`src/source/dct_rot_pkg.sv`:
```
/*
 * dct_rot_pkg
 * shared widths, supported frame sizes and bank geometry for the
 * DCT vector rotation reorder buffer, plus the frame size decode
 */
package dct_rot_pkg;

	// sample and stored word widths
	localparam int SAMPLE_W = 28;
	// real part sits above imag part
	localparam int WORD_W = 2 * SAMPLE_W;
	localparam int PTS_W = 12;

	// supported frame sizes
	localparam int MIN_PTS = 32;
	localparam int MAX_PTS = 256;

	// each bank holds one half of the largest frame
	localparam int BANK_DEPTH = MAX_PTS / 2;
	localparam int BANK_AW = $clog2(BANK_DEPTH);
	localparam int IDX_W = $clog2(MAX_PTS);

	// log2 of the frame size, unknown sizes fall back to the largest
	function automatic logic [3:0] pts_log2(input logic [PTS_W-1:0] pts);
		logic [3:0] lg;
		case (pts)
			PTS_W'(MIN_PTS):     lg = 4'($clog2(MIN_PTS));
			PTS_W'(MIN_PTS * 2): lg = 4'($clog2(MIN_PTS) + 1);
			PTS_W'(MIN_PTS * 4): lg = 4'($clog2(MIN_PTS) + 2);
			default:             lg = 4'($clog2(MAX_PTS));
		endcase
		return lg;
	endfunction

endpackage

```
`src/source/dct_rot_if.sv`:
```
/*
 * bank interfaces
 * bank_wr_if carries the shared write address and data with one
 * enable per bank; bank_rd_if carries both read addresses and the
 * words the banks return one cycle later
 */

// ----------------------------------------------------------------------
// write side, one writer feeding both banks
// ----------------------------------------------------------------------
interface bank_wr_if
	import dct_rot_pkg::*;
();
	// at most one enable high per cycle
	logic               wr_en_lo;
	logic               wr_en_hi;
	logic [BANK_AW-1:0] wr_addr;
	logic [WORD_W-1:0]  wr_data;

	modport writer (
		output wr_en_lo,
		output wr_en_hi,
		output wr_addr,
		output wr_data
	);

	modport bank (
		input wr_en_lo,
		input wr_en_hi,
		input wr_addr,
		input wr_data
	);
endinterface


```
`src/source/write_decode.sv`:
```
/*
 * write_decode
 * counts accepted samples, bit-reverses the count over log2(N) bits
 * to get the natural index and steers the sample into the low bank
 * (first half of the frame) or the high bank (second half)
 */
module write_decode
	import dct_rot_pkg::*;
(
	input  logic                clk,
	input  logic                rst_n_sync,
	input  logic                in_valid,
	input  logic [SAMPLE_W-1:0] in_real,
	input  logic [SAMPLE_W-1:0] in_imag,
	input  logic                accepting,
	input  logic [PTS_W-1:0]    fftpts_in,
	bank_wr_if.writer           wr
);
	logic [IDX_W-1:0] cnt;
	logic [IDX_W-1:0] cnt_rev;
	logic [IDX_W-1:0] k;
	logic [IDX_W-1:0] half_n;
	logic [3:0]       log_n;
	logic             take;
	logic             in_lo;

	assign take = in_valid & accepting;

	// arrival counter cleared outside the input phase
	always_ff @(posedge clk)
	begin
		if (!rst_n_sync)
			cnt <= '0;
		else if (!accepting)
			cnt <= '0;
		else if (take)
			cnt <= cnt + 1'b1;
	end

	// ------------------------------------------------------------------
	// bit reversal over the active frame size
	// ------------------------------------------------------------------
	assign log_n  = pts_log2(fftpts_in);
	assign half_n = IDX_W'(1) << (log_n - 4'd1);

	// full width reverse before dropping the unused low bits
	always_comb
	begin
		for (int i = 0; i < IDX_W; i++)
			cnt_rev[i] = cnt[IDX_W-1-i];
	end

	assign k     = cnt_rev >> (4'(IDX_W) - log_n);
	assign in_lo = (k < half_n);

	// write in the same cycle as the accept
	assign wr.wr_en_lo = take && in_lo;
	assign wr.wr_en_hi = take && !in_lo;
	assign wr.wr_addr  = in_lo ? BANK_AW'(k) : BANK_AW'(k - half_n);
	assign wr.wr_data  = {in_real, in_imag};

	// accepted samples stay inside the selected frame size
	a_count_in_frame: assert property (@(posedge clk) disable iff (!rst_n_sync)
		take |-> ((cnt >> log_n) == '0));

endmodule

```
`src/flat_wrapper.sv`:
```
// flat-port wrapper written by rule: the top's interface ports become plain ports
module write_decode_flat import dct_rot_pkg::*;
  (clk, rst_n_sync, in_valid, in_real, in_imag, accepting, fftpts_in, wr_wr_en_lo, wr_wr_en_hi, wr_wr_addr, wr_wr_data);
  bank_wr_if wr_i ();
  input  logic clk;
  input  logic rst_n_sync;
  input  logic in_valid;
  input  logic [SAMPLE_W-1:0] in_real;
  input  logic [SAMPLE_W-1:0] in_imag;
  input  logic accepting;
  input  logic [PTS_W-1:0] fftpts_in;
  output wire logic [$bits(wr_i.wr_en_lo)-1:0] wr_wr_en_lo;
  output wire logic [$bits(wr_i.wr_en_hi)-1:0] wr_wr_en_hi;
  output wire logic [$bits(wr_i.wr_addr)-1:0] wr_wr_addr;
  output wire logic [$bits(wr_i.wr_data)-1:0] wr_wr_data;
  assign wr_wr_en_lo = wr_i.wr_en_lo;
  assign wr_wr_en_hi = wr_i.wr_en_hi;
  assign wr_wr_addr = wr_i.wr_addr;
  assign wr_wr_data = wr_i.wr_data;
  write_decode u_core (.clk(clk), .rst_n_sync(rst_n_sync), .in_valid(in_valid), .in_real(in_real), .in_imag(in_imag), .accepting(accepting), .fftpts_in(fftpts_in), .wr(wr_i));
endmodule
```
`config.mk`:
```
export PLATFORM = sky130hd
export DESIGN_NAME = write_decode_flat
export DESIGN_NICKNAME = d
export VERILOG_FILES = /design/src/source/dct_rot_pkg.sv /design/src/source/dct_rot_if.sv /design/src/source/write_decode.sv /design/src/flat_wrapper.sv
export SDC_FILE = /design/constraint.sdc
export NUM_CORES = 1
export LEC_CHECK = 0
export BUFFER_PORTS_ARGS = -buffer_cell sky130_fd_sc_hd__buf_4
export CAP_MARGIN = 20
export CORE_MARGIN = 10
export CORE_UTILIZATION = 37
export CTS_BUF_LIST = sky130_fd_sc_hd__clkbuf_16
export DETAILED_ROUTE_END_ITERATION = 6
export PLACE_DENSITY = 0.79
export RECOVER_POWER = 100
export SYNTH_ARGS = -nofsm -noshare
export SYNTH_HDL_FRONTEND = slang
export SYNTH_SLANG_ARGS = --single-unit
```
`constraint.sdc`:
```
create_clock -name clk -period 4.9 [get_ports clk]
set_input_delay 0.735 -clock clk [delete_from_list [all_inputs] [get_ports clk]]
set_output_delay 0.735 -clock clk [all_outputs]
set_load 0.02 [all_outputs]
```
==> summary.txt <==
Routed WL = 3.83 mm
Worst Tran Pin Value = 0.458 ns
Inserted Diodes = 0
CTS tree = yes
clock root buffer = clkbuf_16
global route overflow = 0
Tot Pwr = 0.247 mW
leakage = 0.913 nW
post-synthesis cell type count = 52
die area = 7830 um2
filler instances = 428
RSZ-0062 raised after global routing = true
status = complete, but fails checks
fin cells = 275
die width = 88.5 um
worst r2r path cells = 4
worst-path maximum fanout = 6
Achievable Freq = 0.200 GHz
Tcrit/Tclk final = 102%
Clock Power Share = 54.0%
Initial Utilization = 39.0%
pin count of the biggest net entering global routing = 9
initial DRC count = 56
Worst Hold Class = reg2reg
worst setup path startpoint = fftpts_in[8]
CTS clk-pin slew, worst paths = 0.04 ns
worst r2r src = u_core.cnt[0]
final worst setup slack = -0.109 ns
Max Cap Viol = 0
max reg flops = 8
total CTS buffers = 3
nature of the critical path endpoint = output port
vias = 1407
Startpoint Class = input pin
Routed wire per std cell = 13.9 um
Sw Pwr = 0.0516 mW
clock buffer depth = 2
Yosys reg bits = 8
hpwl dp = 3.12 mm
first-pass GRT wire length = 6.54 mm
Biggest register = u_core.cnt
Final Critical Period = 5.01 ns
Final Max Tran Viols = 0
cell count after synthesis = 217
critical path class = in2out
Buffers on Ports = 24
largest registers = u_core.cnt: 8 flops
post-route ant nets = 0
die height = 88.5 um
Power Density = 117 nW/um2
initial antenna violation count = 0
Area Overhead vs Synth = 21.8%
Core Region = 4440 um2
CP Cell Sequence = buf_6 -> nor4_4 -> nand3_4 -> or3_4 -> ha_4 -> mux4_2 -> mux2i_4 -> ha_2 -> inv_2 -> fa_2 -> a21oi_2 -> nand4b_1 -> a31oi_2 -> buf_6 -> buf_4 -> o31ai_4 -> buf_6
power share of the combinational group = 18.7%
P_int = 0.196 mW
placed cells = 266
Clock Skew = 0.00107 ns
Mean Syn Cell Area = 7.99 um2
layout cell share with drive strength beyond 1 = 49.8%
Max IR drop VDD = 0.135 mV
post-DR vias/cell = 5.12
Hold Path Stages = 2
nets = 312
Levels on crit path = 17
sequential share of power = 27.3%
Post-synth EDFFs = 0
violated checks = negative setup slack
CTS sink cnt = 8
DRC = 0
hold_sp = u_core.cnt[7]
Core Rows = 24
Worst Path Required = 4.16 ns
GRT Resource Usage Total = 9.80%
synthesized net count = 304
router iterations before antenna repair = 4
Worst path top cell family by delay = simple AND/OR/NAND/NOR gates
Final Hold Viols = 0
Synth Warn # = 0
Data arrival, critical path = 4.27 ns
later-pin clock latency in the skew report = 0.23 ns
Setup violations, final = 7
CP bufs+invs = 5
Ports = 137
sw frac = 20.9%
Crit path largest cell delay = 0.52 ns
Post-Synthesis Cell Area = 1730 um2
slowest stage cell on the critical path = mux4_2
top_reg_cell synth = dfxtp_1
Core Util, Final = 47.5%
vias in the first global route = 1474
Post-Route Hold Slack = 0.519 ns
Final GP Congestion = 0.920
Top cell by count, worst path = buf_6
register area share after synthesis = 9.24%
H-tree Lvls = 1
asr flop ratio synth = 0%
# hold bufs at CTS = 0
Rel. slew slack = 69.2%
==> metal layers <==
metal | share of wire [%] | up-vias | global-route usage, %
met4 | 0.23 | 0 | 2.64
met2 | 48 | 41 | 16.7
met3 | 8.6 | 4 | 3.13
met1 | 43 | 653 | 11.5
li1 | - | 709 | -
met5 | 0 | - | 0
==> stage by stage <==
stage	setup TNS [ns]	setup WS (ns)	instance area [um2]
floorplan	-0.234	-0.0476	1840
global route	-1.78	-0.259	2110
finish	-0.586	-0.109	2110
CTS	-0.356	-0.0958	2060
detailed placement	-1.35	-0.200	1870
global placement	-0.850	-0.147	1870
==> worst reg2reg max path, delay by kind of cell, from the launching register on <==
kind            cells  cell delay, ns
simple gates        2            0.47
compound gates      1            0.14
fa+ha+maj           1            0.23
flops               1            0.51
==> synthesized netlist by cell type, types with 2 or more instances <==
cell type | count | area, um2
a21o_1 | 3 | 22.5
a31oi_1 | 3 | 18.8
nor2b_1 | 5 | 31.3
buf_4 | 56 | 420
nor3_1 | 5 | 25.0
xor2_1 | 6 | 52.6
o21ai_0 | 2 | 10.0
or4_1 | 2 | 15.0
or2_2 | 3 | 18.8
xnor2_1 | 7 | 61.3
nand2_1 | 17 | 63.8
nand3_1 | 6 | 30.0
inv_1 | 6 | 22.5
ha_1 | 14 | 175
nor2_1 | 19 | 71.3
dfxtp_1 | 8 | 160
mux2i_1 | 7 | 70.1
clkbuf_1 | 2 | 7.51
nand2b_1 | 4 | 25.0
mux2_2 | 6 | 67.6
a21oi_1 | 5 | 25.0
==> path summary, 6_finish.rpt <==
path | end | slack [ns]
hold reg to reg | u_core.cnt[7] | 0.52
setup / recovery | wr_wr_addr[3] | -0.11
setup reg to reg | u_core.cnt[6] | 3.50
hold / removal | u_core.cnt[7] | 0.52
==> logic make-up after synthesis <==
| logic type | after synthesis | share of synthesized area [%] |
|---|---|---|
| AO/OA/AOI/OAI | 24 | 10.6 |
| XOR/XNOR | 15 | 9.09 |
| adder cells (fa/ha/maj) | 15 | 11.3 |
| buffers and inverters | 67 | 26.8 |
| flip-flops | 8 | 9.24 |
| multiplexers | 14 | 9.24 |
| AND/OR/NAND/NOR | 74 | 23.8 |
==> power by group through the flow <==
stage | registers (mW) | logic (mW) | clock network [mW]
2_1_floorplan | 0.0674 | 0.0872 | 0
4_1_cts | 0.0675 | 0.0448 | 0.136
3_5_place_dp | 0.0684 | 0.0422 | 0
6_report | 0.0676 | 0.0461 | 0.134
3_3_place_gp | 0.0684 | 0.0411 | 0
5_1_grt | 0.0676 | 0.0500 | 0.140
==> timing repair <==
item | 4_1_cts | 5_1_grt
setup endpoints to repair | 8 | 9
setup buffers | 3 | 3
gates resized for setup | 21 | 10
pin swaps | 3 | 10
==> cell type report <==
| cell class | count | area, um2 | area share, % |
|---|---|---|---|
| well taps | 52 | 65.1 | 3.08 |
| inverters | 7 | 28.8 | 1.36 |
| multi-input cells | 142 | 1260 | 59.9 |
| flip-flops and latches | 8 | 160 | 7.58 |
| repair buffers | 63 | 518 | 24.5 |
| clock buffers | 3 | 75.1 | 3.55 |
==> cells in the final DEF (no fill, tap or decap), drive strengths merged, types with 4 or more instances in the layout <==
master	netlist	layout
buf	57	62
mux2i	7	7
nor3	6	6
a21oi	5	5
nand2b	4	4
nor2b	5	5
ha	14	14
xor2	7	7
xnor2	8	8
nand2	17	17
nand3	7	7
nor2	20	20
clkbuf	3	4
mux2	6	6
dfxtp	8	8
inv	6	6
Power figures use the tool's default switching activity.
