$ cat config.mk
export PLATFORM = sky130hd
export DESIGN_NAME = frame_ctrl
export DESIGN_NICKNAME = d
export VERILOG_FILES = /design/src/source/frame_ctrl.sv
export SDC_FILE = /design/constraint.sdc
export NUM_CORES = 1
export LEC_CHECK = 0
export BUFFER_PORTS_ARGS = -buffer_cell sky130_fd_sc_hd__buf_4
export CORE_AREA = 4 4 41 43
export DETAILED_ROUTE_END_ITERATION = 8
export DIE_AREA = 0 0 45 47
export PLACE_DENSITY = 0.42
export SLEW_MARGIN = 20
export SYNTH_ARGS = -nofsm -noshare
export SYNTH_HDL_FRONTEND = slang
export SYNTH_SLANG_ARGS = --single-unit
$ cat constraint.sdc
create_clock -name clk -period 1 [get_ports clk]
set_input_delay 0.1 -clock clk [delete_from_list [all_inputs] [get_ports clk]]
set_output_delay 0.1 -clock clk [all_outputs]
set_load 0.1 [all_outputs]
$ cat src/source/frame_ctrl.sv
/*
 * frame_ctrl
 * four state frame sequencer: idle, write, wait for the consumer,
 * read. owns in_ready and fires the readout trigger
 */
module frame_ctrl (
	input  logic clk,
	input  logic rst_n_sync,
	input  logic in_valid,
	input  logic in_sop,
	input  logic in_eop,
	input  logic out_ready,
	input  logic read_done,
	output logic in_ready,
	output logic accepting,
	output logic read_start
);
	localparam logic [1:0] ST_IDLE     = 2'd0;
	localparam logic [1:0] ST_WRITE    = 2'd1;
	localparam logic [1:0] ST_WAIT_OUT = 2'd2;
	localparam logic [1:0] ST_READ     = 2'd3;

	logic [1:0] state;
	logic [1:0] state_nxt;
	logic       take;

	// sample accepted this cycle
	assign take = in_valid & in_ready;

	always_comb
	begin
		state_nxt = state;
		case (state)
			ST_IDLE:
				if (take && in_sop)
					state_nxt = ST_WRITE;
			ST_WRITE:
				if (take && in_eop)
					state_nxt = ST_WAIT_OUT;
			// hold the frame until the consumer is ready
			ST_WAIT_OUT:
				if (out_ready)
					state_nxt = ST_READ;
			ST_READ:
				if (read_done)
					state_nxt = ST_IDLE;
			default:
				state_nxt = ST_IDLE;
		endcase
	end

	// in_ready follows the state being entered
	always_ff @(posedge clk)
	begin
		if (!rst_n_sync)
		begin
			state    <= ST_IDLE;
			in_ready <= 1'b0;
		end
		else
		begin
			state    <= state_nxt;
			in_ready <= (state_nxt == ST_IDLE) || (state_nxt == ST_WRITE);
		end
	end

	assign accepting = in_ready;
	// single cycle pulse since state leaves WAIT_OUT on the next edge
	assign read_start = (state == ST_WAIT_OUT) && out_ready;

	// readout ends only in the read state with the input closed
	a_done_in_read: assert property (@(posedge clk) disable iff (!rst_n_sync)
		read_done |-> ((state == ST_READ) && !in_ready));

endmodule

==> summary.md, run 1 <==
| Metric | Value |
|---|---|
| Status | `finished, violations left` |
| Failing checks | `setup timing` |
| Die ar. | `2120 um2` |
| Final setup margin | `-107 ps` |
| Critical R2R Capture | `state[0]` |
| Largest net degree at the start of global routing | `6` |
| Critical path required time | `around 900 ps` |
| Setup crit start kind | `flip-flop` |
| Register area share after synthesis | `37.2%` |
| Vias | `186` |
| Final Cycle Share | `111%` |
| Setup WS pre-CTS | `-5.18 ps` |
| CP max FO | `2` |
| Fin. max-slew vios | `0` |
| Final setup viols | `2` |
| PnR Total Power | `0.453 mW` |
| Syn Inst Count | `17` |
| Starting density of the core | `about 12%` |
| Worst slew pin tran | `about 170 ps` |
| GP Congestion | `0.726` |
| Die H | `roughly 47 um` |
| Synthesized area | `161 um2` |
| Wire per inst | `between 9 and 10 um` |
| Clock root buffer | `clkbuf_4` |
| Filler instances | `roughly 150` |
| TritonRoute pass-1 iters | `4` |
| Initial drt markers | `5` |
| # rows | `13` |
| Design area | `~360 um2` |
| H-tree depth | `1` |
| Area Growth Syn to Fin | `122%` |
| Routed WL | `444 um` |
| Port Buffer Count | `9` |
| Total I/O pin count | `10` |
| Mapped Nets | `24` |
| Warnings from Yosys | `0` |
| Hold Path Class | `in2reg` |
| Nets | `~40` |
| Setup Crit Path Kind | `reg2out` |
| PwrDens | `around 1300 nW/um2` |
| Average cell area after synthesis | `9.49 um2` |
| CTS tree | `yes` |
| Fmax achieved | `903 MHz` |
| Endpoints failing hold | `0` |
| DIE WIDTH | `approximately 45 um` |
| Final setup TNS | `-150 ps` |
| Clock sink count | `3` |
| Maximum VDD drop | `just under 600 uV` |
| MaxCap Viol Count | `0` |
| Leak | `around 0.15 nW` |
| Initial antenna violation count | `0` |
| R2R Setup Slk | `-40 ps` |
| All-layer global routing usage | `just under 5%` |
| Hold Path Depth | `2` |
| Fin cells | `48` |
| Final ANT Viol Nets | `0` |
| Hold Path End | `accepting` |
| Unrepaired setup endpoints after global routing | `yes` |
| Total CTS buffers | `3` |
| Distinct cells, synth | `13` |
| Core ar. | `roughly 1300 um2` |
| Clk_lat worst skew | `roughly 230 ps` |
| Skew final | `1.11 ps` |
| Most frequent cells in the layout | `10 x buf_4, 3 x dfxtp_4, 3 x clkbuf_4, 2 x buf_6` |
| Worst-path clk slew | `~30 ps` |
| Hold WS | `a little under 100 ps` |
| Vias in the first global route | `166` |
| Critical Path AT | `~1000 ps` |
| Final core utilization | `27.6%` |
| Reg2Reg Launch Point | `state[1]` |
| Diodes inserted | `0` |
| Clock period minus worst slack | `around 1100 ps` |
| Placed Area | `256 um2` |
| First-pass GRT wire length | `roughly 660 um` |
| Yosys reg bits | `3` |
| Layout cells sized above 1 | `between 70% and 80%` |
| Via/cell ratio | `~3.9` |
| Most common cell after layout, fill and taps aside | `buf_4` |
| Reg area | `roughly 71 um2` |
| Reg2reg path depth | `4` |
| CP Capture Type | `output port` |
| Drt drc | `0` |
| HPWL after DPL | `311 um` |
| Area of the multi-input gates | `roughly 120 um2` |
| Hold path start | `rst_n_sync` |
| Longest Clk Path Bufs | `2` |
| Gr ovfl total | `0` |
| Worst slew margin | `about nine tenths` |
| DP Cell Count | `40` |
[how the worst max path moves through the flow]
stage | startpoint | end | slack, ps | cells after the start
3_5_place_dp | state[0] | accepting | -5 | 3
2_1_floorplan | state[1] | read_start | -330 | 2
6_report | state[1] | read_start | -110 | 3
3_3_place_gp | state[0] | accepting | 6 | 3
5_1_grt | state[1] | read_start | -150 | 3
4_1_cts | state[1] | read_start | -150 | 3
[area by class of cell]
class | count | area share [%]
Timing Repair Buffer | 13 | 32.8
Inverter | 2 | 2.79
Tap cell | 15 | 5.23
Multi-Input combinational cell | 11 | 32.1
Clock buffer | 4 | 7.32
Sequential cell | 3 | 19.9
[what timing repair did]
action / 4_1_cts / 5_1_grt
resized for setup: 6 / 6
pin swaps: 1 / 2
endpoints found under the hold margin: 0 / 0
hold buffers: 0 / 0
endpoints found under the setup margin: 2 / 3
cloned: 0 / 0
buffers inserted: 1 / 3
[layer usage]
layer  vias to the layer above  wire length (um)  GRT usage, %
li1                         92                 -             -
met1                        87               129          3.39
met2                         7               254          8.47
met3                         0                60          4.21
met4                         0                 0          3.51
met5                         -                 0             0
[report_power, final]
group | total, mW | switching, mW | internal (mW)
clock | 0.204 | 0.0553 | 0.149
sequential | 0.134 | 0.0102 | 0.123
combinational | 0.115 | 0.0655 | 0.0493
total | 0.453 | 0.131 | 0.322
[cells in the mapped netlist (all sizes together)]
cell type	count	share of area, %
dfxtp	3	37
inv	2	4.7
nand2	2	4.7
a211oi	1	7.8
a311o	1	7.0
and2	1	3.9
buf	1	4.7
mux2i	1	6.2
nand4	1	7.8
nor2	1	2.3
nor2b	1	3.9
nor3b	1	4.7
o2bb2ai	1	5.4
[logic make-up after synthesis]
kind of cell | Yosys count | share of synthesized area (%)
AND/OR/NAND/NOR | 7 | 27.1
multiplexers | 1 | 6.20
AO/OA/AOI/OAI | 3 | 20.2
flip-flops | 3 | 37.2
buffers and inverters | 3 | 9.31
[state kept, by name, indices dropped and copies added (netlist names)]
name and flops:
accepting 1, state 2
[worst max-delay path, cell delays in order (launching register included)]
cell and delay [ps]:
dfxtp_4 350, inv_4 40, nor3b_4 200, buf_12 200
No activity file was read; power rests on OpenSTA's default activity.
==> inputs of run 2 (changes only) <==
- RECOVER_POWER: not set -> 25
- TNS_END_PERCENT: not set -> 10
==> summary.md, run 2 (synthesis results as in run 1) <==
| Metric | Value |
|---|---|
| Status | `finished, violations left` |
| Largest reg by FF count | `state` |
| MaxCap Viol Count | `0` |
| Gr ovfl total | `0` |
| Final setup viols | `2` |
| Largest net degree at the start of global routing | `6` |
| Final setup TNS | `-171 ps` |
| Worst-path clk slew | `roughly 30 ps` |
| PwrDens | `between 1000 and 1500 nW/um2` |
| H-tree depth | `1` |
| Nets | `38` |
| Skew final | `~3.6 ps` |
| Unrepaired setup endpoints after global routing | `yes` |
| Reg area | `about 66 um2` |
| Starting density of the core | `between 10% and 20%` |
| Most common cell after layout, fill and taps aside | `buf_4` |
| Drt drc | `0` |
| Vias | `approximately 170` |
| Worst slew pin tran | `between 150 and 200 ps` |
| Worst path cell trace | `inv_2 > nor3b_4 > buf_12` |
| HPWL after DPL | `319 um` |
| Critical R2R Capture | `state[0]` |
| Area Growth Syn to Fin | `93.0%` |
| Clock period minus worst slack | `approximately 1100 ps` |
| DIE WIDTH | `45 um` |
| Wire per inst | `slightly below 10 um` |
| Filler instances | `152` |
| Worst slew margin | `~90%` |
| Total CTS buffers | `3` |
| Area of the multi-input gates | `just under 100 um2` |
| All-layer global routing usage | `between 5 and 6%` |
| Endpoints failing hold | `0` |
| Final ANT Viol Nets | `0` |
| Longest Clk Path Bufs | `2` |
| Most frequent cells in the layout | `7 x buf_4, 3 x clkbuf_4, 2 x nand2_1, 2 x dfxtp_2, 2 x buf_6` |
| Hold Path Depth | `2` |
| CP Capture Type | `output port` |
| Setup Crit Path Kind | `reg2out` |
| Crit path largest cell delay | `between 300 and 400 ps` |
| Initial drt markers | `0` |
| Diodes inserted | `0` |
| Reg2reg path depth | `4` |
| Setup WS pre-CTS | `-15.0 ps` |
| Core ar. | `between 1000 and 1500 um2` |
| Critical path required time | `about 900 ps` |
| Reg2Reg Launch Point | `state[1]` |
| Max FFs per register | `2` |
| Clock sink count | `3` |
| Layout cells sized above 1 | `70.0%` |
| Vias in the first global route | `184` |
| CP max FO | `2` |
| GP Congestion | `just under 0.7` |
| Leak | `around 0.13 nW` |
| Routed WL | `~440 um` |
| Fmax achieved | `~890 MHz` |
| Clock root buffer | `clkbuf_4` |
| Maximum VDD drop | `around 630 uV` |
| Hold_buf cts | `0` |
| # rows | `13` |
| Total I/O pin count | `10` |
| Port Buffer Count | `9` |
| Hold Path Class | `in2reg` |
| Setup crit start kind | `flip-flop` |
| R2R Setup Slk | `-50 ps` |
| Hold path start | `rst_n_sync` |
| Hold Path End | `accepting` |
| Die ar. | `~2100 um2` |
| Critical Path AT | `roughly 1000 ps` |
| TritonRoute pass-1 iters | `1` |
| Initial antenna violation count | `0` |
| First-pass GRT wire length | `710 um` |
| Die H | `roughly 47 um` |
| Clk_lat worst skew | `roughly 230 ps` |
| Failing checks | `setup timing` |
| Final Cycle Share | `112%` |
| Critical-path top delay cell | `dfxtp_4` |
| CTS tree | `yes` |
| Via/cell ratio | `3.76` |
| Fin. max-slew vios | `0` |
| Final setup margin | `-124 ps` |
run 2: cell count changes in the layout (fill, tap and decap cells not counted), sizes merged:
cell	before	now
buf	13	10
run 2: through the flow:
stage	area (um2)	hold WS (ps)	power, mW	utilization (%)	cells
global route	312	93.9	0.488	23.9	45
CTS	304	93.8	0.448	23.4	45
finish	312	92.1	0.446	23.9	45
global placement	254	324	0.232	19.5	40
detailed placement	254	329	0.233	19.5	40
floorplan	175	222	0.204	-	17
run 2: worst max-delay path by stage:
stage / startpoint / to / slack [ps] / depth (start not counted)
6_report: state[1] / read_start / -120 / 3
5_1_grt: state[0] / read_start / -170 / 2
4_1_cts: state[1] / read_start / -140 / 3
3_5_place_dp: state[0] / accepting / -10 / 3
3_3_place_gp: state[0] / accepting / -20 / 3
2_1_floorplan: state[1] / read_start / -330 / 2
run 2: power breakdown:
part           internal [mW]  switching, mW
clock network          0.149         0.0602
logic                 0.0403         0.0593
registers              0.126         0.0109
total                  0.315          0.130
run 2: worst max-delay path, delay by kind of cell (launching register included):
| family | cells | cell delay [ps] |
|---|---|---|
| flip-flops | 1 | 340 |
| AND/OR/NAND/NOR | 1 | 200 |
| buffers and inverters | 2 | 250 |
run 2: metal layers:
| layer | share of wire [%] | track usage [%] | wire, um |
|---|---|---|---|
| met1 | 38 | 4.31 | 168 |
| met2 | 48 | 7.91 | 209 |
| met3 | 12 | 4.98 | 51 |
| met4 | 1.8 | 3.51 | 8 |
| met5 | 0 | 0 | 0 |
run 2: area by class of cell:
cell class	instances	share of cell area [%]
tap	15	6.02
timing repair buffer	10	30.5
clock buffer	4	8.43
inverter	2	2.41
sequential	3	21.3
multi-input combinational	11	31.3
run 2: timing repair:
item / 4_1_cts / 5_1_grt
pin swaps: 2 / 1
resized for setup: 5 / 2
hold endpoints to repair: 0 / 0
setup buffers: 1 / 0
endpoints found under the setup margin: 2 / 4
