### src/source/dct_rot_pkg.sv
/*
 * dct_rot_pkg
 * shared widths, supported frame sizes and bank geometry for the
 * DCT vector rotation reorder buffer, plus the frame size decode
 */
package dct_rot_pkg;

	// sample and stored word widths
	localparam int SAMPLE_W = 28;
	// real part sits above imag part
	localparam int WORD_W = 2 * SAMPLE_W;
	localparam int PTS_W = 12;

	// supported frame sizes
	localparam int MIN_PTS = 32;
	localparam int MAX_PTS = 256;

	// each bank holds one half of the largest frame
	localparam int BANK_DEPTH = MAX_PTS / 2;
	localparam int BANK_AW = $clog2(BANK_DEPTH);
	localparam int IDX_W = $clog2(MAX_PTS);

	// log2 of the frame size, unknown sizes fall back to the largest
	function automatic logic [3:0] pts_log2(input logic [PTS_W-1:0] pts);
		logic [3:0] lg;
		case (pts)
			PTS_W'(MIN_PTS):     lg = 4'($clog2(MIN_PTS));
			PTS_W'(MIN_PTS * 2): lg = 4'($clog2(MIN_PTS) + 1);
			PTS_W'(MIN_PTS * 4): lg = 4'($clog2(MIN_PTS) + 2);
			default:             lg = 4'($clog2(MAX_PTS));
		endcase
		return lg;
	endfunction

endpackage

### src/source/dct_rot_if.sv
/*
 * bank interfaces
 * bank_wr_if carries the shared write address and data with one
 * enable per bank; bank_rd_if carries both read addresses and the
 * words the banks return one cycle later
 */


// ----------------------------------------------------------------------
// read side, independent address per bank
// ----------------------------------------------------------------------
interface bank_rd_if
	import dct_rot_pkg::*;
();
	logic [BANK_AW-1:0] rd_addr_lo;
	logic [BANK_AW-1:0] rd_addr_hi;
	// registered bank outputs
	logic [WORD_W-1:0]  q_lo;
	logic [WORD_W-1:0]  q_hi;

	modport reader (
		output rd_addr_lo,
		output rd_addr_hi,
		input  q_lo,
		input  q_hi
	);
endinterface

### src/source/pair_reader.sv
/*
 * pair_reader
 * walks beat index j from 0 to N/2 and reads F(j) from the low bank
 * and F(N-j) from the high bank, then steers the two words into the
 * a/b output pair with sop/eop framing
 */
module pair_reader
	import dct_rot_pkg::*;
(
	input  logic                clk,
	input  logic                rst_n_sync,
	input  logic                read_start,
	input  logic [PTS_W-1:0]    fftpts_in,
	bank_rd_if.reader           rd,
	output logic                read_done,
	output logic                out_valid,
	output logic                out_sop,
	output logic                out_eop,
	output logic [SAMPLE_W-1:0] out_a_real,
	output logic [SAMPLE_W-1:0] out_a_imag,
	output logic [SAMPLE_W-1:0] out_b_real,
	output logic [SAMPLE_W-1:0] out_b_imag
);
	// j needs one bit above the bank address to reach N/2
	logic [BANK_AW:0]  j;
	logic [BANK_AW:0]  j_d1;
	logic [BANK_AW:0]  half_n;
	logic [3:0]        log_n;
	logic              active;
	logic              valid_d1;
	logic [WORD_W-1:0] a_word;
	logic [WORD_W-1:0] b_word;

	assign log_n  = pts_log2(fftpts_in);
	assign half_n = {{BANK_AW{1'b0}}, 1'b1} << (log_n - 4'd1);

	// ------------------------------------------------------------------
	// one beat index per cycle after read_start
	// ------------------------------------------------------------------
	always_ff @(posedge clk)
	begin
		if (!rst_n_sync)
		begin
			active <= 1'b0;
			j      <= '0;
		end
		else if (read_start)
		begin
			active <= 1'b1;
			j      <= '0;
		end
		else if (active)
		begin
			if (j == half_n)
				active <= 1'b0;
			else
				j <= j + 1'b1;
		end
	end

	assign read_done = active && (j == half_n);

	// low bank read at j and high bank at N/2-j
	assign rd.rd_addr_lo = j[BANK_AW-1:0];
	assign rd.rd_addr_hi = (j == '0) ? '0 : BANK_AW'(half_n - j);

	// stage 1 lines up with the registered bank output
	always_ff @(posedge clk)
	begin
		if (!rst_n_sync)
		begin
			valid_d1 <= 1'b0;
			j_d1     <= '0;
		end
		else
		begin
			valid_d1 <= active;
			j_d1     <= j;
		end
	end

	// ------------------------------------------------------------------
	// steering and output registers
	// ------------------------------------------------------------------
	// F(N/2) only lives in the high bank and F(0) only in the low bank
	assign a_word = (j_d1 == half_n) ? rd.q_hi : rd.q_lo;
	assign b_word = (j_d1 == '0) ? rd.q_lo : rd.q_hi;

	always_ff @(posedge clk)
	begin
		if (!rst_n_sync)
		begin
			out_valid <= 1'b0;
			out_sop   <= 1'b0;
			out_eop   <= 1'b0;
		end
		else
		begin
			out_valid <= valid_d1;
			out_sop   <= valid_d1 && (j_d1 == '0);
			out_eop   <= valid_d1 && (j_d1 == half_n);
		end
	end

	// payload loads on valid beats only
	always_ff @(posedge clk)
	begin
		if (valid_d1)
		begin
			out_a_real <= a_word[WORD_W-1:SAMPLE_W];
			out_a_imag <= a_word[SAMPLE_W-1:0];
			out_b_real <= b_word[WORD_W-1:SAMPLE_W];
			out_b_imag <= b_word[SAMPLE_W-1:0];
		end
	end

	a_j_in_range: assert property (@(posedge clk) disable iff (!rst_n_sync)
		active |-> (j <= half_n));

endmodule

### src/flat_wrapper.sv
// flat-port wrapper written by rule: the top's interface ports become plain ports
module pair_reader_flat import dct_rot_pkg::*;
  (clk, rst_n_sync, read_start, fftpts_in, read_done, out_valid, out_sop, out_eop, out_a_real, out_a_imag, out_b_real, out_b_imag, rd_rd_addr_lo, rd_rd_addr_hi, rd_q_lo, rd_q_hi);
  bank_rd_if rd_i ();
  input  logic clk;
  input  logic rst_n_sync;
  input  logic read_start;
  input  logic [PTS_W-1:0] fftpts_in;
  output logic read_done;
  output logic out_valid;
  output logic out_sop;
  output logic out_eop;
  output logic [SAMPLE_W-1:0] out_a_real;
  output logic [SAMPLE_W-1:0] out_a_imag;
  output logic [SAMPLE_W-1:0] out_b_real;
  output logic [SAMPLE_W-1:0] out_b_imag;
  output wire logic [$bits(rd_i.rd_addr_lo)-1:0] rd_rd_addr_lo;
  output wire logic [$bits(rd_i.rd_addr_hi)-1:0] rd_rd_addr_hi;
  input wire logic [$bits(rd_i.q_lo)-1:0] rd_q_lo;
  input wire logic [$bits(rd_i.q_hi)-1:0] rd_q_hi;
  assign rd_rd_addr_lo = rd_i.rd_addr_lo;
  assign rd_rd_addr_hi = rd_i.rd_addr_hi;
  assign rd_i.q_lo = rd_q_lo;
  assign rd_i.q_hi = rd_q_hi;
  pair_reader u_core (.clk(clk), .rst_n_sync(rst_n_sync), .read_start(read_start), .fftpts_in(fftpts_in), .rd(rd_i), .read_done(read_done), .out_valid(out_valid), .out_sop(out_sop), .out_eop(out_eop), .out_a_real(out_a_real), .out_a_imag(out_a_imag), .out_b_real(out_b_real), .out_b_imag(out_b_imag));
endmodule
### config.mk
export PLATFORM = sky130hd
export DESIGN_NAME = pair_reader_flat
export DESIGN_NICKNAME = d
export VERILOG_FILES = /design/src/source/dct_rot_pkg.sv /design/src/source/dct_rot_if.sv /design/src/source/pair_reader.sv /design/src/flat_wrapper.sv
export SDC_FILE = /design/constraint.sdc
export NUM_CORES = 1
export LEC_CHECK = 0
export ABC_AREA = 1
export BUFFER_PORTS_ARGS = -buffer_cell sky130_fd_sc_hd__clkbuf_2
export CAP_MARGIN = 10
export CORE_MARGIN = 2
export CORE_UTILIZATION = 50
export DETAILED_ROUTE_END_ITERATION = 6
export PLACE_DENSITY_LB_ADDON = 0.3
export SLEW_MARGIN = 20
export SYNTH_ARGS = -nofsm -noshare
export SYNTH_HDL_FRONTEND = slang
export SYNTH_SLANG_ARGS = --single-unit
### constraint.sdc
create_clock -name clk -period 6.39 [get_ports clk]
set_input_delay 0.3195 -clock clk [delete_from_list [all_inputs] [get_ports clk]]
set_output_delay 0.3195 -clock clk [all_outputs]
set_load 0.01 [all_outputs]
==> summary.log, run 1 <==
INFO  synthesis      yosys-top-cells-count=sky130_fd_sc_hd__nand2_1, sky130_fd_sc_hd__edfxtp_1, sky130_fd_sc_hd__nand4_1, sky130_fd_sc_hd__inv_1, sky130_fd_sc_hd__nor2_1
INFO  synthesis      netlist_instances=694
INFO  pwr            total_leakage_power=4.05nW
INFO  global_routing first_global_vias=5253
INFO  sta            rsz_0062_raised_after_global_routing=false
INFO  die            full_die_area=13600squm
INFO  pwr            power.switching=480uW
INFO  outcome        run_status=complete, no violations
INFO  synthesis      synth_sequential_area_ratio=59.6%
INFO  synthesis      synth.yosys.warnings=0
INFO  worst_setup_path critical_path.reg2reg.startpoint=u_core.j_d1[0]$_SDFF_PN0_
INFO  pwr            irDropWorstVdd=0.000231V
INFO  layout         post_route_cells_drive_above_1_share=32.2%
INFO  sta            relSlewSlack=27.6%
INFO  clock_tree     cts.htree.levels=4
INFO  worst_setup_path regToRegSetupSlack=3.23ns
INFO  layout         antenna_cells=0
INFO  pwr            p_int=1.66mW
INFO  min_path       worst_hold_path_type=input pin to flip-flop
INFO  pwr            share_seq_of_total_power=46.5%
INFO  synthesis      synth-compound-area-share=1.46%
INFO  synthesis      synth_top_family_by_area=simple AND/OR/NAND/NOR gates
INFO  worst_setup_path critPathMaxFanout=58
INFO  placement      buffer_ports.inserted=256
INFO  clock_tree     clock-sinks=133
INFO  clock_tree     worstSkewPairLatency=0.41ns
INFO  global_routing grt_pass1_wl=25400microns
INFO  synthesis      post_synthesis_average_cell_area=9.14squm
INFO  clock_tree     cell_chosen_for_the_clock_root=sky130_fd_sc_hd__clkbuf_16
INFO  layout         finish.net_count=1066
INFO  detailed_routing avgViaCountPerCell=5.09
INFO  placement      gp_congestion=0.855
INFO  sta            fin_skew=0.00572ns
INFO  clock_tree     clk_pin_slew_worst_paths=0.06ns
INFO  synthesis      synth_simple_gate_area_share=29.1%
INFO  clock_tree     tritoncts=built
INFO  synthesis      synthMostInstantiatedCell=sky130_fd_sc_hd__nand2_1
INFO  die            floorplan.io_pins=257
INFO  worst_setup_path timing.rr.end=u_core.out_b_real[7]$_DFFE_PP_
INFO  sta            drv_slew=0
INFO  synthesis      synth_async_sr_flop_share=0%
INFO  clock_tree     cts-buffers-inserted=17
INFO  die            floorplan.die.height=117microns
INFO  pwr            power-per-cell-area=259nW/um^2
INFO  synthesis      synth-edff-count=112
INFO  die            floorplan.core_area=12500squm
INFO  synthesis      synth_top_area_cell=sky130_fd_sc_hd__edfxtp_1
INFO  global_routing grt_overall_usage=24.5%
INFO  synthesis      ys_dominant_reg_cell=sky130_fd_sc_hd__edfxtp_1
INFO  sta            min_hold_slack=0.153ns
INFO  detailed_routing num_vias=5680
INFO  die            die_w=117microns
INFO  layout         fill_cells=1016
INFO  sta            final_hold_viol_count=0
INFO  synthesis      post_synth_instance_area=6340squm
INFO  global_routing gr-total-overflow=0
INFO  global_routing grt_start_max_net_pins=65
INFO  detailed_routing postRouteAntennaNets=0
INFO  synthesis      synth_cell_type_count=29
INFO  die            placement_rows=41
INFO  clock_tree     ctsResizeCount=0
INFO  synthesis      number_of_storage_elements_in_the_synthesis_netlist=133
INFO  synthesis      synthMuxAreaShare=0%
INFO  pwr            comb_power_share=8.0%
INFO  sta            tightest_slew=1.08ns
INFO  layout         syn_to_final_growth=30.2%
INFO  sta            tmin_final=3.16ns
INFO  worst_setup_path r2r_cells=8
INFO  synthesis      synth_xor_area_share=1.38%
INFO  worst_setup_path arrival=3.32ns
INFO  clock_tree     post-cts-setup-buffers=0
INFO  worst_setup_path setup.worst_path.start_class=flip-flop
INFO  detailed_routing post_route_drc_violation_count=0
INFO  clock_tree     cts.path.max_buffers=2
INFO  sta            fin_setup_tns=0ns
INFO  synthesis      synth_area_leaders=sky130_fd_sc_hd__edfxtp_1, sky130_fd_sc_hd__nand2_1, sky130_fd_sc_hd__dfxtp_1
INFO  detailed_routing violation_count_after_the_first_detailed_route_iteration=614
INFO  pwr            power.switching_fraction=22.4%
INFO  clock_tree     number_of_buffers_inserted_by_hold_repair_at_cts=0
INFO  worst_setup_path path_class=flip-flop to flip-flop
INFO  die            start_util=50.7%
INFO  pwr            clkPwrFrac=45.5%
INFO  job            cap_viol_max_count=0
INFO  sta            final.period_utilization=49.5%
INFO  worst_setup_path endpoint_kind=flip-flop
INFO  detailed_routing post_drt_wl_per_cell=15.1microns
INFO  worst_setup_path critical_path_required=6.55ns
INFO  worst_setup_path critPathLaunch=u_core.j_d1[0]$_SDFF_PN0_
INFO  detailed_routing drt_wl_total=16800microns
INFO  worst_setup_path setup_crit_end=u_core.out_b_real[7]$_DFFE_PP_
INFO  sta            max_freq=0.316GHz
INFO  sta            timing.final.setup_violations=0
INFO  placement      detailedPlacementHpwl=11200microns
INFO  synthesis      synth_top_area_share=53.0%
INFO  global_routing antenna_violations_before_repair=0
INFO  detailed_routing dr.pass1.iters=5
INFO  synthesis      post_synth_fa_ha_maj_area_fraction=1.78%
[critical path: stages, from the launching register on]
cell                      delay [ns]
sky130_fd_sc_hd__dfxtp_1        0.32
sky130_fd_sc_hd__nor4_4         0.25
sky130_fd_sc_hd__buf_4          0.58
sky130_fd_sc_hd__inv_1          0.16
sky130_fd_sc_hd__nor2_4         0.10
sky130_fd_sc_hd__buf_4          0.54
sky130_fd_sc_hd__inv_2          0.62
sky130_fd_sc_hd__nand2_1        0.21
sky130_fd_sc_hd__nand2_1        0.08
[flip-flops by register name, indices dropped and copies added, names as in the netlist]
| name | flops |
|---|---|
| u_core.j | 8 |
| u_core.valid_d1 | 1 |
| u_core.out_b_real | 28 |
| u_core.j_d1 | 8 |
| u_core.out_eop | 1 |
| u_core.out_b_imag | 28 |
| u_core.out_valid | 1 |
| u_core.out_sop | 1 |
| u_core.out_a_real | 28 |
| u_core.out_a_imag | 28 |
| u_core.active | 1 |
[worst min path at each step]
stage / from / endpoint / slack (ns) / cells after the start
after floorplan: read_start / u_core.active$_SDFF_PN0_ / 0.45 / 2
after global placement: u_core.j[7]$_SDFFE_PP0P_ / u_core.j_d1[7]$_SDFF_PN0_ / 0.48 / 2
after detailed placement: u_core.j[7]$_SDFFE_PP0P_ / u_core.j_d1[7]$_SDFF_PN0_ / 0.49 / 2
after CTS: read_start / u_core.active$_SDFF_PN0_ / 0.14 / 3
after global routing: read_start / u_core.active$_SDFF_PN0_ / 0.15 / 3
final: read_start / u_core.active$_SDFF_PN0_ / 0.15 / 3
[stage by stage]
stage                     util, %  worst slack, ns  power, mW  instance area (sq um)  instances
after global routing         66.0             2.98       2.22                   8260       1115
after detailed placement     61.3             3.24       1.18                   7670       1083
after floorplan                 -             3.09       1.09                   6350        695
after CTS                    66.0             3.21       2.15                   8260       1115
final                        66.0             3.23       2.14                   8260       1115
after global placement       61.3             3.27       1.18                   7670       1083
[area by class of cell]
class	instances	area [sq um]	area share (%)
clock buffers	19	433	5.24
clock inverters	13	158	1.91
inverters	41	154	1.86
multi-input cells	475	2190	26.5
flip-flops and latches	133	3790	45.9
well taps	172	215	2.61
repair buffers	262	1330	16.1
[cells by family (layout without fill, tap and decap cells)]
group,after synthesis,after routing
other,2,3
flip-flops,133,133
adder cells (fa/ha/maj),9,9
AND/OR/NAND/NOR,436,436
XOR/XNOR,10,10
AO/OA/AOI/OAI,17,17
buffers and inverters,87,335
[metal layers]
metal / track usage [%] / wire length [microns] / up-vias
met5: 0 / 0 / -
met4: 11.7 / 489 / 0
met3: 6.02 / 1390 / 33
met2: 41.4 / 8360 / 261
met1: 29.5 / 6580 / 2614
li1: - / - / 2772
[power groups by stage]
stage,clock [mW],sequential [mW],combinational [mW]
after floorplan,0,1.03,0.0597
after global placement,0,1.01,0.168
after detailed placement,0,1.01,0.170
after CTS,0.987,0.995,0.171
after global routing,1.03,0.998,0.192
final,0.975,0.994,0.171
[placed cells by master, fill, tap and decap left out, drive strengths merged]
cell type    n
clkinv       6
nor4         2
nor2        29
xor2         9
nor3b        1
dfxtp       21
a21boi       1
conb         3
o21ai        2
nand4       61
bufinv       3
nor4b        1
ha           9
edfxtp     112
clkbuf     275
o22ai        1
clkinvlp     3
inv         42
xnor2        1
nor3         2
nand3       16
nand2      324
buf          6
a21oi       13
No activity file was read; power rests on OpenSTA's default activity.
==> run 2, diff against run 1 <==
Settings changed: CORE_UTILIZATION 50 to 49.
Clock period 6.39 ns to 3 ns, I/O delays scaled along.
==> summary.log, run 2 (synthesis gave the netlist of run 1 again) <==
INFO  sta            final_hold_viol_count=0 [unchanged]
INFO  clock_tree     clk_pin_slew_worst_paths=0.05ns [about the same]
INFO  clock_tree     tritoncts=built
INFO  detailed_routing avgViaCountPerCell=5.17 [+1.4%]
INFO  worst_setup_path timing.critical_path.mode_cell=sky130_fd_sc_hd__nand2_1
INFO  pwr            total_leakage_power=4.03nW [-0.47%]
INFO  detailed_routing dr.pass1.iters=5 [unchanged]
INFO  die            floorplan.core_area=12600squm [+0.82%]
INFO  sta            rsz_0062_raised_after_global_routing=false
INFO  die            placement_rows=41 [unchanged]
INFO  pwr            power-per-cell-area=526nW/um^2 [+100%]
INFO  detailed_routing postRouteAntennaNets=0 [unchanged]
INFO  die            die_w=118microns [+0.98%]
INFO  clock_tree     cts.path.max_buffers=2 [unchanged]
INFO  sta            fin_setup_tns=0ns [unchanged]
INFO  clock_tree     cell_chosen_for_the_clock_root=sky130_fd_sc_hd__clkbuf_16
INFO  clock_tree     worstSkewPairLatency=0.41ns [about the same]
INFO  worst_setup_path setup.worst_path.start_class=flip-flop
INFO  sta            tightest_slew=0.909ns [-0.176 ns]
INFO  worst_setup_path endpoint_kind=flip-flop
INFO  outcome        run_status=complete, no violations
INFO  placement      gp_congestion=0.842 [-1.5%]
INFO  die            start_util=50.3% [-0.41 points]
INFO  sta            final.period_utilization=75.5% [+26 points]
INFO  global_routing grt_pass1_wl=27200microns [+7.5%]
INFO  detailed_routing violation_count_after_the_first_detailed_route_iteration=597 [-2.8%]
INFO  die            floorplan.io_pins=257 [unchanged]
INFO  sta            timing.final.ws_setup=0.735ns [-2.49 ns]
INFO  layout         syn_to_final_growth=29.6%
INFO  worst_setup_path critical_path_required=3.15ns [-3.40 ns]
INFO  worst_setup_path slowest_stage=sky130_fd_sc_hd__clkinv_2
INFO  clock_tree     cts-buffers-inserted=17 [unchanged]
INFO  sta            relSlewSlack=39.4% [+12 points]
INFO  clock_tree     cts.htree.levels=4 [unchanged]
INFO  detailed_routing drt_wl_total=17000microns [+1.2%]
INFO  worst_setup_path critPathMaxFanout=57 [-1.7%]
INFO  detailed_routing post_route_drc_violation_count=0 [unchanged]
INFO  global_routing grt_overall_usage=24.7% [+0.20 points]
INFO  sta            max_freq=0.442GHz [+40%]
INFO  sta            fin_skew=0.00988ns [+0.00416 ns]
INFO  detailed_routing post_drt_wl_per_cell=15.3microns [+1.2%]
INFO  global_routing first_global_vias=5493 [+4.6%]
INFO  die            floorplan.die.height=118microns [+0.98%]
INFO  worst_setup_path worst_path_largest_cell_delay=0.67ns [+0.05 ns]
INFO  pwr            irDropWorstVdd=0.000310V [+34%]
INFO  global_routing antenna_violations_before_repair=0 [unchanged]
INFO  min_path       worst_hold_path_type=input pin to flip-flop
INFO  placement      dp_slack=0.762ns [-2.48 ns]
INFO  die            full_die_area=13900squm [+2.0%]
INFO  sta            tmin_final=2.26ns [-0.897 ns]
INFO  layout         post_route_cells_drive_above_1_share=31.9% [-0.32 points]
INFO  worst_setup_path path_class=flip-flop to flip-flop
INFO  layout         leading_cell_types_in_the_layout_fill_and_taps_excluded=sky130_fd_sc_hd__nand2_1, sky130_fd_sc_hd__clkbuf_2, sky130_fd_sc_hd__edfxtp_1, sky130_fd_sc_hd__nand4_1, sky130_fd_sc_hd__inv_1
INFO  detailed_routing num_vias=5759 [+1.4%]
INFO  sta            timing.final.setup_violations=0 [unchanged]
INFO  sta            drv_slew=0 [unchanged]
INFO  global_routing grt_start_max_net_pins=64 [-1.5%]
INFO  layout         most_common_cell_after_layout_fill_and_taps_aside=sky130_fd_sc_hd__nand2_1
INFO  job            cap_viol_max_count=0 [unchanged]
INFO  global_routing gr-total-overflow=0 [unchanged]
INFO  layout         finalNonFillerCells=1115 [unchanged]
INFO  worst_setup_path critical_path.cell_chain=nor4_4, inv_1, nor2_4, clkinv_2, nand2_1, nand2_1
INFO  layout         finish.net_count=1068 [+0.19%]
INFO  layout         antenna_cells=0 [unchanged]
INFO  placement      detailedPlacementHpwl=11400microns [+2.1%]
INFO  clock_tree     clock-sinks=133 [unchanged]
INFO  placement      dp_cells=1084 [+0.092%]
INFO  placement      buffer_ports.inserted=256 [unchanged]
INFO  worst_setup_path arrival=2.41ns [-0.91 ns]
-- run 2: report_power, final --
part	switching (mW)	internal, mW
logic	0.217	0.153
registers	0.0347	2.08
clock network	0.722	1.12
total	0.974	3.35
-- run 2: repair_timing --
item                      CTS  global route
hold buffers                1             0
hold endpoints to repair    1             0
buffers inserted            0             0
resized for setup           0             0
-- run 2: critical path, delay by kind of cell (launching register included) --
kind / cells / cell delay (ns)
DFF: 1 / 0.32
buffers and inverters: 2 / 0.79
and+or+nand+nor: 4 / 0.85
-- run 2: final timing paths --
| path | startpoint | end | slack (ns) | cells after the start |
|---|---|---|---|---|
| hold / removal | rd_q_lo[14] | u_core.out_a_imag[14]$_DFFE_PP_ | 0.02 | 3 |
| setup reg to reg | u_core.j_d1[0]$_SDFF_PN0_ | u_core.out_b_real[13]$_DFFE_PP_ | 0.74 | 6 |
| setup / recovery | u_core.j_d1[0]$_SDFF_PN0_ | u_core.out_b_real[13]$_DFFE_PP_ | 0.74 | 6 |
| hold reg to reg | u_core.j[7]$_SDFFE_PP0P_ | u_core.j_d1[7]$_SDFF_PN0_ | 0.50 | 2 |
-- run 2: area by class of cell --
class                      instances  area, sq um
clock inverter                    11         88.8
fill                            1058         4400
sequential                       133         3790
timing repair buffer             264         1360
clock buffer                      19          433
inverter                          41          155
tap                              172          215
multi-input combinational        475         2190
-- run 2: routing by layer --
layer,track usage (%),wire (microns),vias up
met5,0,0,-
met4,9.04,380,0
met3,6.01,1390,27
met2,42.8,8670,287
met1,29.8,6590,2674
li1,-,-,2771
-- run 2: through the flow --
| stage | total power [mW] | area, sq um | utilization [%] | hold WS (ns) |
|---|---|---|---|---|
| after CTS | 4.36 | 8220 | 65.1 | 0.00901 |
| after global routing | 4.48 | 8220 | 65.1 | 0.0116 |
| after global placement | 2.52 | 7690 | 60.9 | 0.387 |
| after detailed placement | 2.53 | 7690 | 60.9 | 0.395 |
| after floorplan | 2.32 | 6350 | - | 0.280 |
| final | 4.33 | 8220 | 65.1 | 0.0245 |
